===== src/hdl/rx_ctrl_pkg.sv =====
// rx control package: widths, constants and payload structs for the receive bridge

package rx_ctrl_pkg;

    // data path, fixed by the 64-bit data FIFO and the 8-bit strobe
    localparam int DATA_WIDTH = 64;
    localparam int DATA_BYTES = DATA_WIDTH / 8;     // also the tstrb width

    // count FIFO word and the length field inside it
    localparam int CNT_WIDTH  = 32;
    localparam int LEN_WIDTH  = 16;
    localparam int LEN_LSB    = 16;                 // length sits in bits 31:16

    // byte count of one beat, 1 to 8
    localparam int NB_WIDTH   = 4;

    // raw FIFO words
    typedef logic [DATA_WIDTH-1:0] data_word_t;
    typedef logic [CNT_WIDTH-1:0]  cnt_word_t;

    // sequencer to formatter
    typedef struct packed {
        logic [DATA_WIDTH-1:0] data;
        logic                  last;
        logic [NB_WIDTH-1:0]   nbytes;      // valid bytes in this beat
    } seq_beat_t;

    // outgoing AXI-Stream payload
    typedef struct packed {
        logic [DATA_WIDTH-1:0] tdata;
        logic [DATA_BYTES-1:0] tstrb;
        logic                  tlast;
    } rx_axis_beat_t;

endpackage

===== src/hdl/axis2fib_rxctrl.sv =====
// rx bridge top: count and data FIFO stages, frame sequencer and beat formatter to AXI-Stream

`timescale 1ns/10ps

module axis2fib_rxctrl (
    input  logic                       rx_mac_aclk,
    input  logic                       reset_,

    // FIFO read side
    output logic                       rden_rf,         // data FIFO
    output logic                       rden_rcf,        // count FIFO
    input  logic                       rdempty_rf,
    input  logic                       rdempty_rcf,
    input  rx_ctrl_pkg::data_word_t    dataout_rf,
    input  rx_ctrl_pkg::cnt_word_t     dataout_rcf,

    // AXI-Stream output
    output logic                       rx_axis_mac_tvalid,
    input  logic                       rx_axis_mac_tready,
    output rx_ctrl_pkg::rx_axis_beat_t rx_axis_out
);

    import rx_ctrl_pkg::*;

    logic       cnt_valid;
    logic       cnt_ready;
    cnt_word_t  cnt_word;
    logic       data_valid;
    logic       data_ready;
    data_word_t data_word;
    logic       beat_valid;
    logic       beat_ready;
    seq_beat_t  beat;

    // count words, one per frame
    fifo_pop_stage #(.payload_t(cnt_word_t)) u_cnt_stage (
        .rx_mac_aclk (rx_mac_aclk),
        .reset_      (reset_),
        .rdempty     (rdempty_rcf),
        .rden        (rden_rcf),
        .dataout     (dataout_rcf),
        .out_valid   (cnt_valid),
        .out_ready   (cnt_ready),
        .out_data    (cnt_word)
    );

    // 64-bit data words
    fifo_pop_stage #(.payload_t(data_word_t)) u_data_stage (
        .rx_mac_aclk (rx_mac_aclk),
        .reset_      (reset_),
        .rdempty     (rdempty_rf),
        .rden        (rden_rf),
        .dataout     (dataout_rf),
        .out_valid   (data_valid),
        .out_ready   (data_ready),
        .out_data    (data_word)
    );

    frame_sequencer u_frame_sequencer (
        .rx_mac_aclk (rx_mac_aclk),
        .reset_      (reset_),
        .cnt_valid   (cnt_valid),
        .cnt_ready   (cnt_ready),
        .cnt_word    (cnt_word),
        .data_valid  (data_valid),
        .data_ready  (data_ready),
        .data_word   (data_word),
        .beat_valid  (beat_valid),
        .beat_ready  (beat_ready),
        .beat        (beat)
    );

    beat_formatter u_beat_formatter (
        .rx_mac_aclk        (rx_mac_aclk),
        .reset_             (reset_),
        .beat_valid         (beat_valid),
        .beat_ready         (beat_ready),
        .beat               (beat),
        .rx_axis_mac_tvalid (rx_axis_mac_tvalid),
        .rx_axis_mac_tready (rx_axis_mac_tready),
        .rx_axis_out        (rx_axis_out)
    );

endmodule


===== src/hdl/beat_formatter.sv =====
// beat formatter: builds tstrb and tlast and holds stream beats in a two-entry skid buffer

`timescale 1ns/10ps

module beat_formatter (
    input  logic                       rx_mac_aclk,
    input  logic                       reset_,

    // beats from the sequencer
    input  logic                       beat_valid,
    output logic                       beat_ready,
    input  rx_ctrl_pkg::seq_beat_t     beat,

    // AXI-Stream master side
    output logic                       rx_axis_mac_tvalid,
    input  logic                       rx_axis_mac_tready,
    output rx_ctrl_pkg::rx_axis_beat_t rx_axis_out
);

    import rx_ctrl_pkg::*;

    logic [1:0]    count;           // entries held, 0 to 2
    logic          push;
    logic          pop;
    rx_axis_beat_t in_beat;         // formatted incoming beat
    rx_axis_beat_t slot0;           // head, drives the stream
    rx_axis_beat_t slot1;           // skid entry

    // low nbytes bits set, nbytes is 1 to 8
    function automatic logic [DATA_BYTES-1:0] strb_mask(input logic [NB_WIDTH-1:0] nbytes);
        logic [DATA_BYTES-1:0] mask;
        mask = '0;
        for (int i = 0; i < DATA_BYTES; i++) begin
            if (i < nbytes) begin
                mask[i] = 1'b1;
            end
        end
        return mask;
    endfunction

    always_comb begin
        in_beat.tdata = beat.data;
        in_beat.tstrb = strb_mask(beat.nbytes);
        in_beat.tlast = beat.last;
    end

    // ready depends on state only, so no path from tready back to the sequencer
    assign beat_ready         = (count != 2'd2);
    assign push               = beat_valid & beat_ready;
    assign rx_axis_mac_tvalid = (count != 2'd0);
    assign pop                = rx_axis_mac_tvalid & rx_axis_mac_tready;
    assign rx_axis_out        = slot0;

    always_ff @(posedge rx_mac_aclk) begin
        if (!reset_) begin
            count <= 2'd0;
        end else begin
            case ({push, pop})
                2'b10:   count <= count + 2'd1;
                2'b01:   count <= count - 2'd1;
                default: count <= count;       // both or neither
            endcase
        end
    end

    // payload registers, stable while tready is low
    always_ff @(posedge rx_mac_aclk) begin
        case ({push, pop})
            2'b10: begin
                if (count == 2'd0) begin
                    slot0 <= in_beat;
                end else begin
                    slot1 <= in_beat;          // head is stalled, park in skid
                end
            end
            2'b11: begin
                slot0 <= in_beat;              // count is 1 here
            end
            2'b01: begin
                if (count == 2'd2) begin
                    slot0 <= slot1;
                end
            end
            default: begin
                slot0 <= slot0;
            end
        endcase
    end

endmodule


===== src/hdl/frame_sequencer.sv =====
// frame sequencer: takes one count word per frame and forwards that frame's data words as beats

`timescale 1ns/10ps

module frame_sequencer (
    input  logic                   rx_mac_aclk,
    input  logic                   reset_,

    // count words from the count stage
    input  logic                   cnt_valid,
    output logic                   cnt_ready,
    input  rx_ctrl_pkg::cnt_word_t cnt_word,

    // data words from the data stage
    input  logic                   data_valid,
    output logic                   data_ready,
    input  rx_ctrl_pkg::data_word_t data_word,

    // beats toward the formatter
    output logic                   beat_valid,
    input  logic                   beat_ready,
    output rx_ctrl_pkg::seq_beat_t beat
);

    import rx_ctrl_pkg::*;

    // one-hot state encoding
    typedef enum logic [3:0] {
        S_IDLE   = 4'h1,
        S_LOAD   = 4'h2,
        S_STREAM = 4'h4,
        S_DONE   = 4'h8
    } state_t;

    state_t               state;
    state_t               state_nxt;
    logic [LEN_WIDTH-1:0] frame_len;        // length field of the offered count word
    logic [LEN_WIDTH-1:0] rem_bytes;        // bytes still to forward in this frame
    logic                 last_word;
    logic                 cnt_xfer;
    logic                 data_xfer;

    assign frame_len = cnt_word[LEN_LSB +: LEN_WIDTH];

    // count word is taken only in load
    assign cnt_ready = (state == S_LOAD);
    assign cnt_xfer  = cnt_valid & cnt_ready;

    // the final word of a frame carries 1 to 8 bytes
    assign last_word = (rem_bytes <= LEN_WIDTH'(DATA_BYTES));

    // data words pass straight through while streaming
    assign beat_valid = (state == S_STREAM) & data_valid;
    assign data_ready = (state == S_STREAM) & beat_ready;
    assign data_xfer  = data_valid & data_ready;

    always_comb begin
        beat.data   = data_word;
        beat.last   = last_word;
        beat.nbytes = NB_WIDTH'(DATA_BYTES);
        if (last_word) begin
            beat.nbytes = rem_bytes[NB_WIDTH-1:0];  // 8 fits, 4'b1000
        end
    end

    // next state
    always_comb begin
        state_nxt = state;
        case (state)
            S_IDLE: begin
                if (cnt_valid) begin
                    state_nxt = S_LOAD;
                end
            end
            S_LOAD: begin
                if (cnt_xfer) begin
                    // zero length is consumed with no beats
                    state_nxt = (frame_len == '0) ? S_IDLE : S_STREAM;
                end
            end
            S_STREAM: begin
                if (data_xfer && last_word) begin
                    state_nxt = S_DONE;
                end
            end
            S_DONE: begin
                state_nxt = S_IDLE;
            end
            default: begin
                state_nxt = S_IDLE;
            end
        endcase
    end

    always_ff @(posedge rx_mac_aclk) begin
        if (!reset_) begin
            state     <= S_IDLE;
            rem_bytes <= '0;
        end else begin
            state <= state_nxt;
            if (cnt_xfer) begin
                rem_bytes <= frame_len;                     // start of a new frame
            end else if (data_xfer) begin
                if (last_word) begin
                    rem_bytes <= '0;
                end else begin
                    rem_bytes <= rem_bytes - LEN_WIDTH'(DATA_BYTES);
                end
            end
        end
    end

endmodule


===== src/hdl/fifo_pop_stage.sv =====
// fifo pop stage: read-latency-one FIFO with empty flag turned into a two-entry valid/ready source

`timescale 1ns/10ps

module fifo_pop_stage #(
    parameter type payload_t = logic [63:0]
) (
    input  logic     rx_mac_aclk,
    input  logic     reset_,
    input  logic     rdempty,
    output logic     rden,
    input  payload_t dataout,
    output logic     out_valid,
    input  logic     out_ready,
    output payload_t out_data
);

    logic       armed;          // set one cycle after reset leaves
    logic       in_flight;      // read issued last cycle, data on dataout now
    logic [1:0] held;           // entries stored, 0 to 2
    logic [1:0] level;          // held entries plus the one in flight
    logic       pop;
    payload_t   slot0;          // oldest entry, presented on out_data
    payload_t   slot1;

    assign pop       = out_valid & out_ready;
    assign level     = held + {1'b0, in_flight};
    assign out_valid = (held != 2'd0);
    assign out_data  = slot0;

    // a pop frees a place in the same cycle, so full rate needs no bubble
    assign rden = armed & ~rdempty & ((level < 2'd2) | pop);

    always_ff @(posedge rx_mac_aclk) begin
        if (!reset_) begin
            armed     <= 1'b0;
            in_flight <= 1'b0;
            held      <= 2'd0;
        end else begin
            armed     <= 1'b1;
            in_flight <= rden;
            held      <= held + {1'b0, in_flight} - {1'b0, pop};
        end
    end

    // entry storage, no reset on payload
    always_ff @(posedge rx_mac_aclk) begin
        if (in_flight) begin
            if (held == 2'd0 || (held == 2'd1 && pop)) begin
                slot0 <= dataout;       // lands directly at the head
            end else begin
                slot1 <= dataout;
            end
        end else if (pop && held == 2'd2) begin
            slot0 <= slot1;             // shift up behind the popped head
        end
    end

endmodule


===== config.mk =====
export PLATFORM = sky130hd
export DESIGN_NAME = axis2fib_rxctrl
export DESIGN_NICKNAME = d
export VERILOG_FILES = /design/src/hdl/rx_ctrl_pkg.sv /design/src/hdl/axis2fib_rxctrl.sv /design/src/hdl/beat_formatter.sv /design/src/hdl/frame_sequencer.sv /design/src/hdl/fifo_pop_stage.sv
export SDC_FILE = /design/constraint.sdc
export NUM_CORES = 1
export LEC_CHECK = 0
export ABC_AREA = 1
export ABC_CLOCK_PERIOD_IN_PS = 7600
export BUFFER_PORTS_ARGS = -buffer_cell sky130_fd_sc_hd__buf_2
export CAP_MARGIN = 0
export CORE_MARGIN = 2
export CORE_UTILIZATION = 39
export DETAILED_ROUTE_END_ITERATION = 10
export MAX_ROUTING_LAYER = met4
export PLACE_DENSITY = 0.63
export REMOVE_ABC_BUFFERS = 1
export SETUP_SLACK_MARGIN = 0.05
export SLEW_MARGIN = 10
export SYNTH_ARGS = -nofsm -noshare
export SYNTH_HDL_FRONTEND = slang
export SYNTH_SLANG_ARGS = --single-unit

===== constraint.sdc =====
create_clock -name rx_mac_aclk -period 7.6 [get_ports rx_mac_aclk]
set_input_delay 0.38 -clock rx_mac_aclk [delete_from_list [all_inputs] [get_ports rx_mac_aclk]]
set_output_delay 0.38 -clock rx_mac_aclk [all_outputs]
set_load 0.02 [all_outputs]

After elaboration in Yosys (flattened, before gate mapping)

Cells that the tools add are included.

Register bits after elaboration: 367
Input bits: 101
Logic and storage cells: 126

$add $sub $neg: 7
$lt $le $gt $ge: 11
Eq/ne operators: 19
Multiplexer cells: 28
Bitwise logic cells: 17
Reductions and logical operators: 26

Operator list:

| kind                                                                   | number |
|---|---|
| 73-bit one-hot mux with 3 select lines                                 | 1 |
| 64-bit two-way mux                                                     | 3 |
| 73-bit two-way mux                                                     | 2 |
| 32-bit two-way mux                                                     | 3 |
| 16-bit two-way mux                                                     | 3 |
| 16-bit by 4-bit <= comparator with 1-bit output, second input constant | 1 |
| 16-bit logical NOT                                                     | 1 |
| 3-bit by 4-bit < comparator with 1-bit output, first input constant    | 4 |
| 4-bit two-way mux                                                      | 4 |
| 16-bit by 4-bit subtractor with 16-bit output, second input constant   | 1 |
| 2-bit nonzero test                                                     | 7 |
| 4-bit one-hot mux with 3 select lines                                  | 1 |
| 1-bit bitwise AND                                                      | 10 |
| 2-bit equality test, second input constant                             | 5 |
| 2-bit != test, second input constant                                   | 5 |
| 2-bit AND reduction                                                    | 5 |
| 1-bit two-way mux                                                      | 9 |
| 1-bit by 4-bit < comparator with 1-bit output, first input constant    | 2 |
| 2-bit by 4-bit < comparator with 1-bit output, first input constant    | 2 |
| 2-bit by 1-bit equality test with 1-bit output, second input constant  | 3 |
| 2-bit logical NOT                                                      | 3 |
| 2-bit by 1-bit != test with 1-bit output, second input constant        | 3 |
| 3-bit AND reduction                                                    | 2 |
| 1-bit logical AND                                                      | 5 |
| other kinds (14)                                                       | 23 |

Logic depth before layout (Yosys ltp)

Depth in word-level cells: 7
Gate-level depth with buffers: 11
Mapped depth without buffers: 11

Hierarchy

From an unflattened synthesis, not the netlist that was laid out.

Cells, all modules: 1282
Area total of the unflattened synthesis: 14985.6 µm²

Modules (own cells, without submodules):

| module                         | instances | cells each | area an instance (µm²) |
|---|---|---|---|
| beat_formatter                 | 1         | 418        | 5562.8 |
| fifo_pop_stage at u_data_stage | 1         | 368        | 4877.2 |
| fifo_pop_stage at u_cnt_stage  | 1         | 202        | 2576.2 |
| frame_sequencer                | 1         | 294        | 1969.4 |

Worst setup path after synthesis

No wires, ideal clock.

Path type: reg2reg
From: reg u_beat_formatter.count[1]
To: reg u_beat_formatter.slot0, in the netlist u_beat_formatter.rx_axis_out[0] (enable)
Setup time: 0.535 ns
Arrival time: 5.122 ns
Required time: 7.065 ns
Slack: 1.942 ns
Stages on the path, launching flop included: 9
Path buffers: 2
Period minus slack after synthesis: 5.658 ns
Cell sequence: dfxtp_1 -> nor2_1 -> inv_1 -> nand2_1 -> inv_1 -> ha_1 -> clkbuf_1 -> buf_1 -> a22oi_1

Longest elaborated chain between the ends: 5
Elaborated cells on any way between the ends: 13

RTL lines:

| item                                                                                                   | line                  | source |
|---|---|---|
| start, declared                                                                                        | beat_formatter.sv:22  | `logic [1:0] count;` |
| start signal, assigned                                                                                 | beat_formatter.sv:59  | `2'b10: count <= count + 2'd1;` |
| start signal, assigned                                                                                 | beat_formatter.sv:60  | `2'b01: count <= count - 2'd1;` |
| start signal, assigned                                                                                 | beat_formatter.sv:61  | `default: count <= count;` |
| 2-bit nonzero test *                                                                                   | beat_formatter.sv:50  | `assign rx_axis_mac_tvalid = (count != 2'd0);` |
| via rx_axis_mac_tvalid                                                                                 | axis2fib_rxctrl.sv:18 | `output logic rx_axis_mac_tvalid,` |
| 1-bit bitwise AND *                                                                                    | beat_formatter.sv:51  | `assign pop = rx_axis_mac_tvalid & rx_axis_mac_tready;` |
| 2-bit by 1-bit equality test with 1-bit output / 2-bit equality test (equally long branches)           | beat_formatter.sv:68  | `case ({push, pop})` |
| 2-bit by 1-bit != test with 1-bit output (no source line) / 3-bit nonzero test (equally long branches) | n/a                   |  |
| 3-bit AND reduction (no source line) *                                                                 | n/a                   |  |
| end signal, assigned                                                                                   | beat_formatter.sv:71  | `slot0 <= in_beat;` |
| end signal, assigned                                                                                   | beat_formatter.sv:77  | `slot0 <= in_beat;` |
| end signal, assigned                                                                                   | beat_formatter.sv:81  | `slot0 <= slot1;` |
| end, declared                                                                                          | beat_formatter.sv:26  | `rx_axis_beat_t slot0;` |

The timed path passes the listed nets; every way through them passes the cells marked *.
A chain may end at the register's enable or synchronous reset.

Worst setup path after layout

From: reg u_data_stage.in_flight
To: reg u_data_stage.slot1[9] (netlist bit) (enable)

Longest elaborated chain between the ends: 1

RTL lines:

| item                                 | line                 | source |
|---|---|---|
| start, declared                      | fifo_pop_stage.sv:19 | `logic in_flight;` |
| start signal, assigned               | fifo_pop_stage.sv:41 | `in_flight <= rden;` |
| 2-bit AND reduction (no source line) | n/a                  |  |
| end signal, assigned                 | fifo_pop_stage.sv:52 | `slot1 <= dataout;` |
| end, declared                        | fifo_pop_stage.sv:24 | `payload_t slot1;` |

No other way between the ends.

==> metrics.csv <==
stage;metric;value;unit
clock_tree;clock_sinks;335;
status;outcome;finished, final reports clean;
run;cap_violations;0;
setup_path;crit_path_end_kind;flop;
global_routing;antenna_found_initial;4;
power;peakVddDrop;0.170;mV
final_layout;fin_nets;1361;
clock_tree;clk_path_buf_depth;3;
power;internal-power;0.00315;W
floorplanning;core_area;32700;um^2
clock_tree;hold_buffers;0;
global_routing;grt_pass1_wl;40.0;mm
clock_tree;clk_pin_slew;0.06;ns
route;ant_nets;0;
clock_tree;htreeDepth;2;
power;powerDensity;258;nW/um^2
yosys;synthArstFlopShare;0;
route;drc;0;
sta;period_needed;3.17;ns
placement;dp_cells;1657;
power;combPwrFrac;0.055;
power;switchingPower;0.000861;W
placement;hpwlAfterDp;15.3;mm
sta;tightest_slew;1.05;ns
route;vias;7855;
final_layout;fin_cells;1727;
global_routing;gr-total-overflow;0;
yosys;avgSynthCellArea;12.0;um^2
sta;setup_viol;0;
yosys;yosysSeqAreaShare;0.749;
route;wl;25.2;mm
yosys;yosys.area.top_type_share;0.704;
final_layout;seqCellArea;9770;um^2
setup_path;crit_type;reg -> reg;
sta;setup_ws;4.43;ns
floorplanning;die_area;34900;um^2
floorplanning;die_y;187;um
setup_path;arrival;3.31;ns
sta;relSlewSlack;0.301;
route;drt_first_pass_iters;5;
clock_tree;postCtsSetupRepairBufs;0;
clock_tree;cts_tree;done;
final_layout;fillers;2978;
sta;fmax;316;MHz
power;p_seq_frac;0.516;
sta;final.setup_skew;0.0154;ns
global_routing;grt_max_degree;76;
floorplanning;die_w;187;um
yosys;syn_area;13000;um^2
yosys;yosys_warnings;0;
power;power.total;0.00401;W
yosys;synth_seq_cells;335;
worst_hold_path;hp-class;in -> reg;
sta;rsz0062_at_grt;no;
placement;pre_cts_ws;4.29;ns
final_layout;multi_input_area;2930;um^2
global_routing;first_global_vias;7771;
clock_tree;clock_latency;0.51;ns
setup_path;start_kind;flop;
yosys;netlist_top_cells_count;nand2_1, edfxtp_1, inv_1;
yosys;synthTopCellsByArea;edfxtp_1, nand2_1, dfxtp_1;
setup_path;timing.rr.start;u_data_stage.in_flight;
yosys;synth_area_leader_cell;edfxtp_1;
yosys;synth_edf_count;306;
clock_tree;cts_resized;0;
final_layout;areaGrowthSynthToFinish;19.0;%
worst_hold_path;hold_start;rdempty_rcf;
global_routing;track_usage;0.148;
sta;hold_viol_final;0;
placement;place_congestion;0.846;
yosys;synthCells;1083;
clock_tree;cts_inserted_buffers;36;
final_layout;drive_gt1_frac;0.210;
route;viasPerCell;4.55;
power;clock_power_share;0.430;
floorplanning;io_pins;177;
yosys;yosysUniqueCellTypes;35;
setup_path;critPathMaxFanout;68;
sta;tns;0;ns
floorplanning;row_count;66;
sta;fin_crit_sh;0.417;
route;drtIter0Drc;423;
setup_path;cp-startpoint;u_data_stage.in_flight;
clock_tree;cts_root_buffer;clkbuf_16;
setup_path;cp.required;7.75;ns
power;switching_share;0.214;
route;avgRoutedWirePerCell;14.6;um
yosys;synth_most_common_cell;nand2_1;
power;p_leak;6.27;nW
sta;maxSlewViolCount;0;
floorplanning;initial_core_util;0.399;
placement;io_buffers;160;
yosys;synth-main-ff-cell;edfxtp_1;
layout by cell type, fill, tap and decap left out, types with 3 or more instances in the layout:
cell,synthesis,routed
a21oi_1,23,23
nor3_1,4,4
nor2_4,2,4
xor2_1,9,9
nor2_1,49,47
buf_4,1,7
nand4_1,3,3
dfxtp_1,29,28
nand2_4,3,3
clkinv_1,0,7
mux2_2,16,16
clkbuf_16,0,36
nand2_2,3,3
inv_1,52,50
ha_1,7,6
diode_2,0,4
nand2_1,475,475
clkbuf_1,26,8
nor2_2,4,4
nor4_1,3,3
edfxtp_1,306,306
bufinv_16,0,4
nand3_1,21,21
inv_2,10,11
o21ai_0,14,14
clkinv_2,0,7
buf_2,3,160
final cells by class:
type	instances	share of cell area
multi-input cells	650	0.188
well taps	442	0.0356
flip-flops and latches	335	0.629
diodes	4	0.000645
clock inverters	21	0.0148
clock buffers	45	0.0608
repair buffers	167	0.0550
inverters	63	0.0155
power by group through the flow:
stage                     combinational [W]  sequential [W]  clock, W
final                              0.000219         0.00207   0.00172
after global placement             0.000214         0.00211         0
after floorplan                    0.000135         0.00212         0
after global routing               0.000249         0.00207   0.00185
after CTS                          0.000221         0.00207   0.00177
after detailed placement           0.000220         0.00211         0
kinds of logic after synthesis:
kind of cell / share of synthesized area
flip-flops: 0.749
adder cells (fa/ha/maj): 0.00671
XOR/XNOR: 0.00738
AO/OA/AOI/OAI: 0.0173
multiplexers: 0.0138
buffers and inverters: 0.0295
AND/OR/NAND/NOR: 0.177
path summary, 6_finish.rpt:
check	endpoint	slack, ns	cells after the start
max	u_data_stage.slot1[9]	4.43	5
min	u_cnt_stage.in_flight	0.04	2
max reg2reg	u_data_stage.slot1[9]	4.43	5
min reg2reg	u_beat_formatter.slot1[25]	0.44	0
state kept, by name, indices dropped and copies added (netlist names):
| name | count |
|---|---|
| u_cnt_stage.in_flight | 1 |
| u_cnt_stage.slot1 | 16 |
| u_frame_sequencer.rem_bytes | 16 |
| u_beat_formatter.rx_axis_out | 73 |
| u_data_stage.slot1 | 64 |
| u_data_stage.in_flight | 1 |
| u_cnt_stage.held | 2 |
| u_data_stage.held | 2 |
| u_beat_formatter.count | 2 |
| u_data_stage.armed | 1 |
| u_data_stage.out_data | 64 |
| u_beat_formatter.slot1 | 73 |
| u_frame_sequencer.state | 4 |
| u_cnt_stage.out_data | 16 |
worst max-delay path: stages (launching register included):
cell	delay (ns)
dfxtp_2	0.31
buf_4	0.61
inv_2	0.04
buf_4	0.36
nor2_4	0.89
buf_4	0.56
metrics by stage:
| step | cell area (um^2) | utilization | hold WS, ns |
|---|---|---|---|
| final | 15500 | 0.475 | 0.0426 |
| after global routing | 15500 | 0.475 | 0.0266 |
| after CTS | 15500 | 0.475 | 0.0177 |
| after detailed placement | 14300 | 0.439 | 0.433 |
| after global placement | 14300 | 0.439 | 0.431 |
| after floorplan | 12900 | - | 0.408 |
metal layers:
metal | global-route usage | part of all wire | vias up
met5 | - | 0 | -
met4 | 0.0504 | 0.021 | 0
met3 | 0.0311 | 0.055 | 41
met2 | 0.250 | 0.49 | 190
met1 | 0.175 | 0.43 | 3650
li1 | - | - | 3974
No activity file was read; power rests on OpenSTA's default activity.
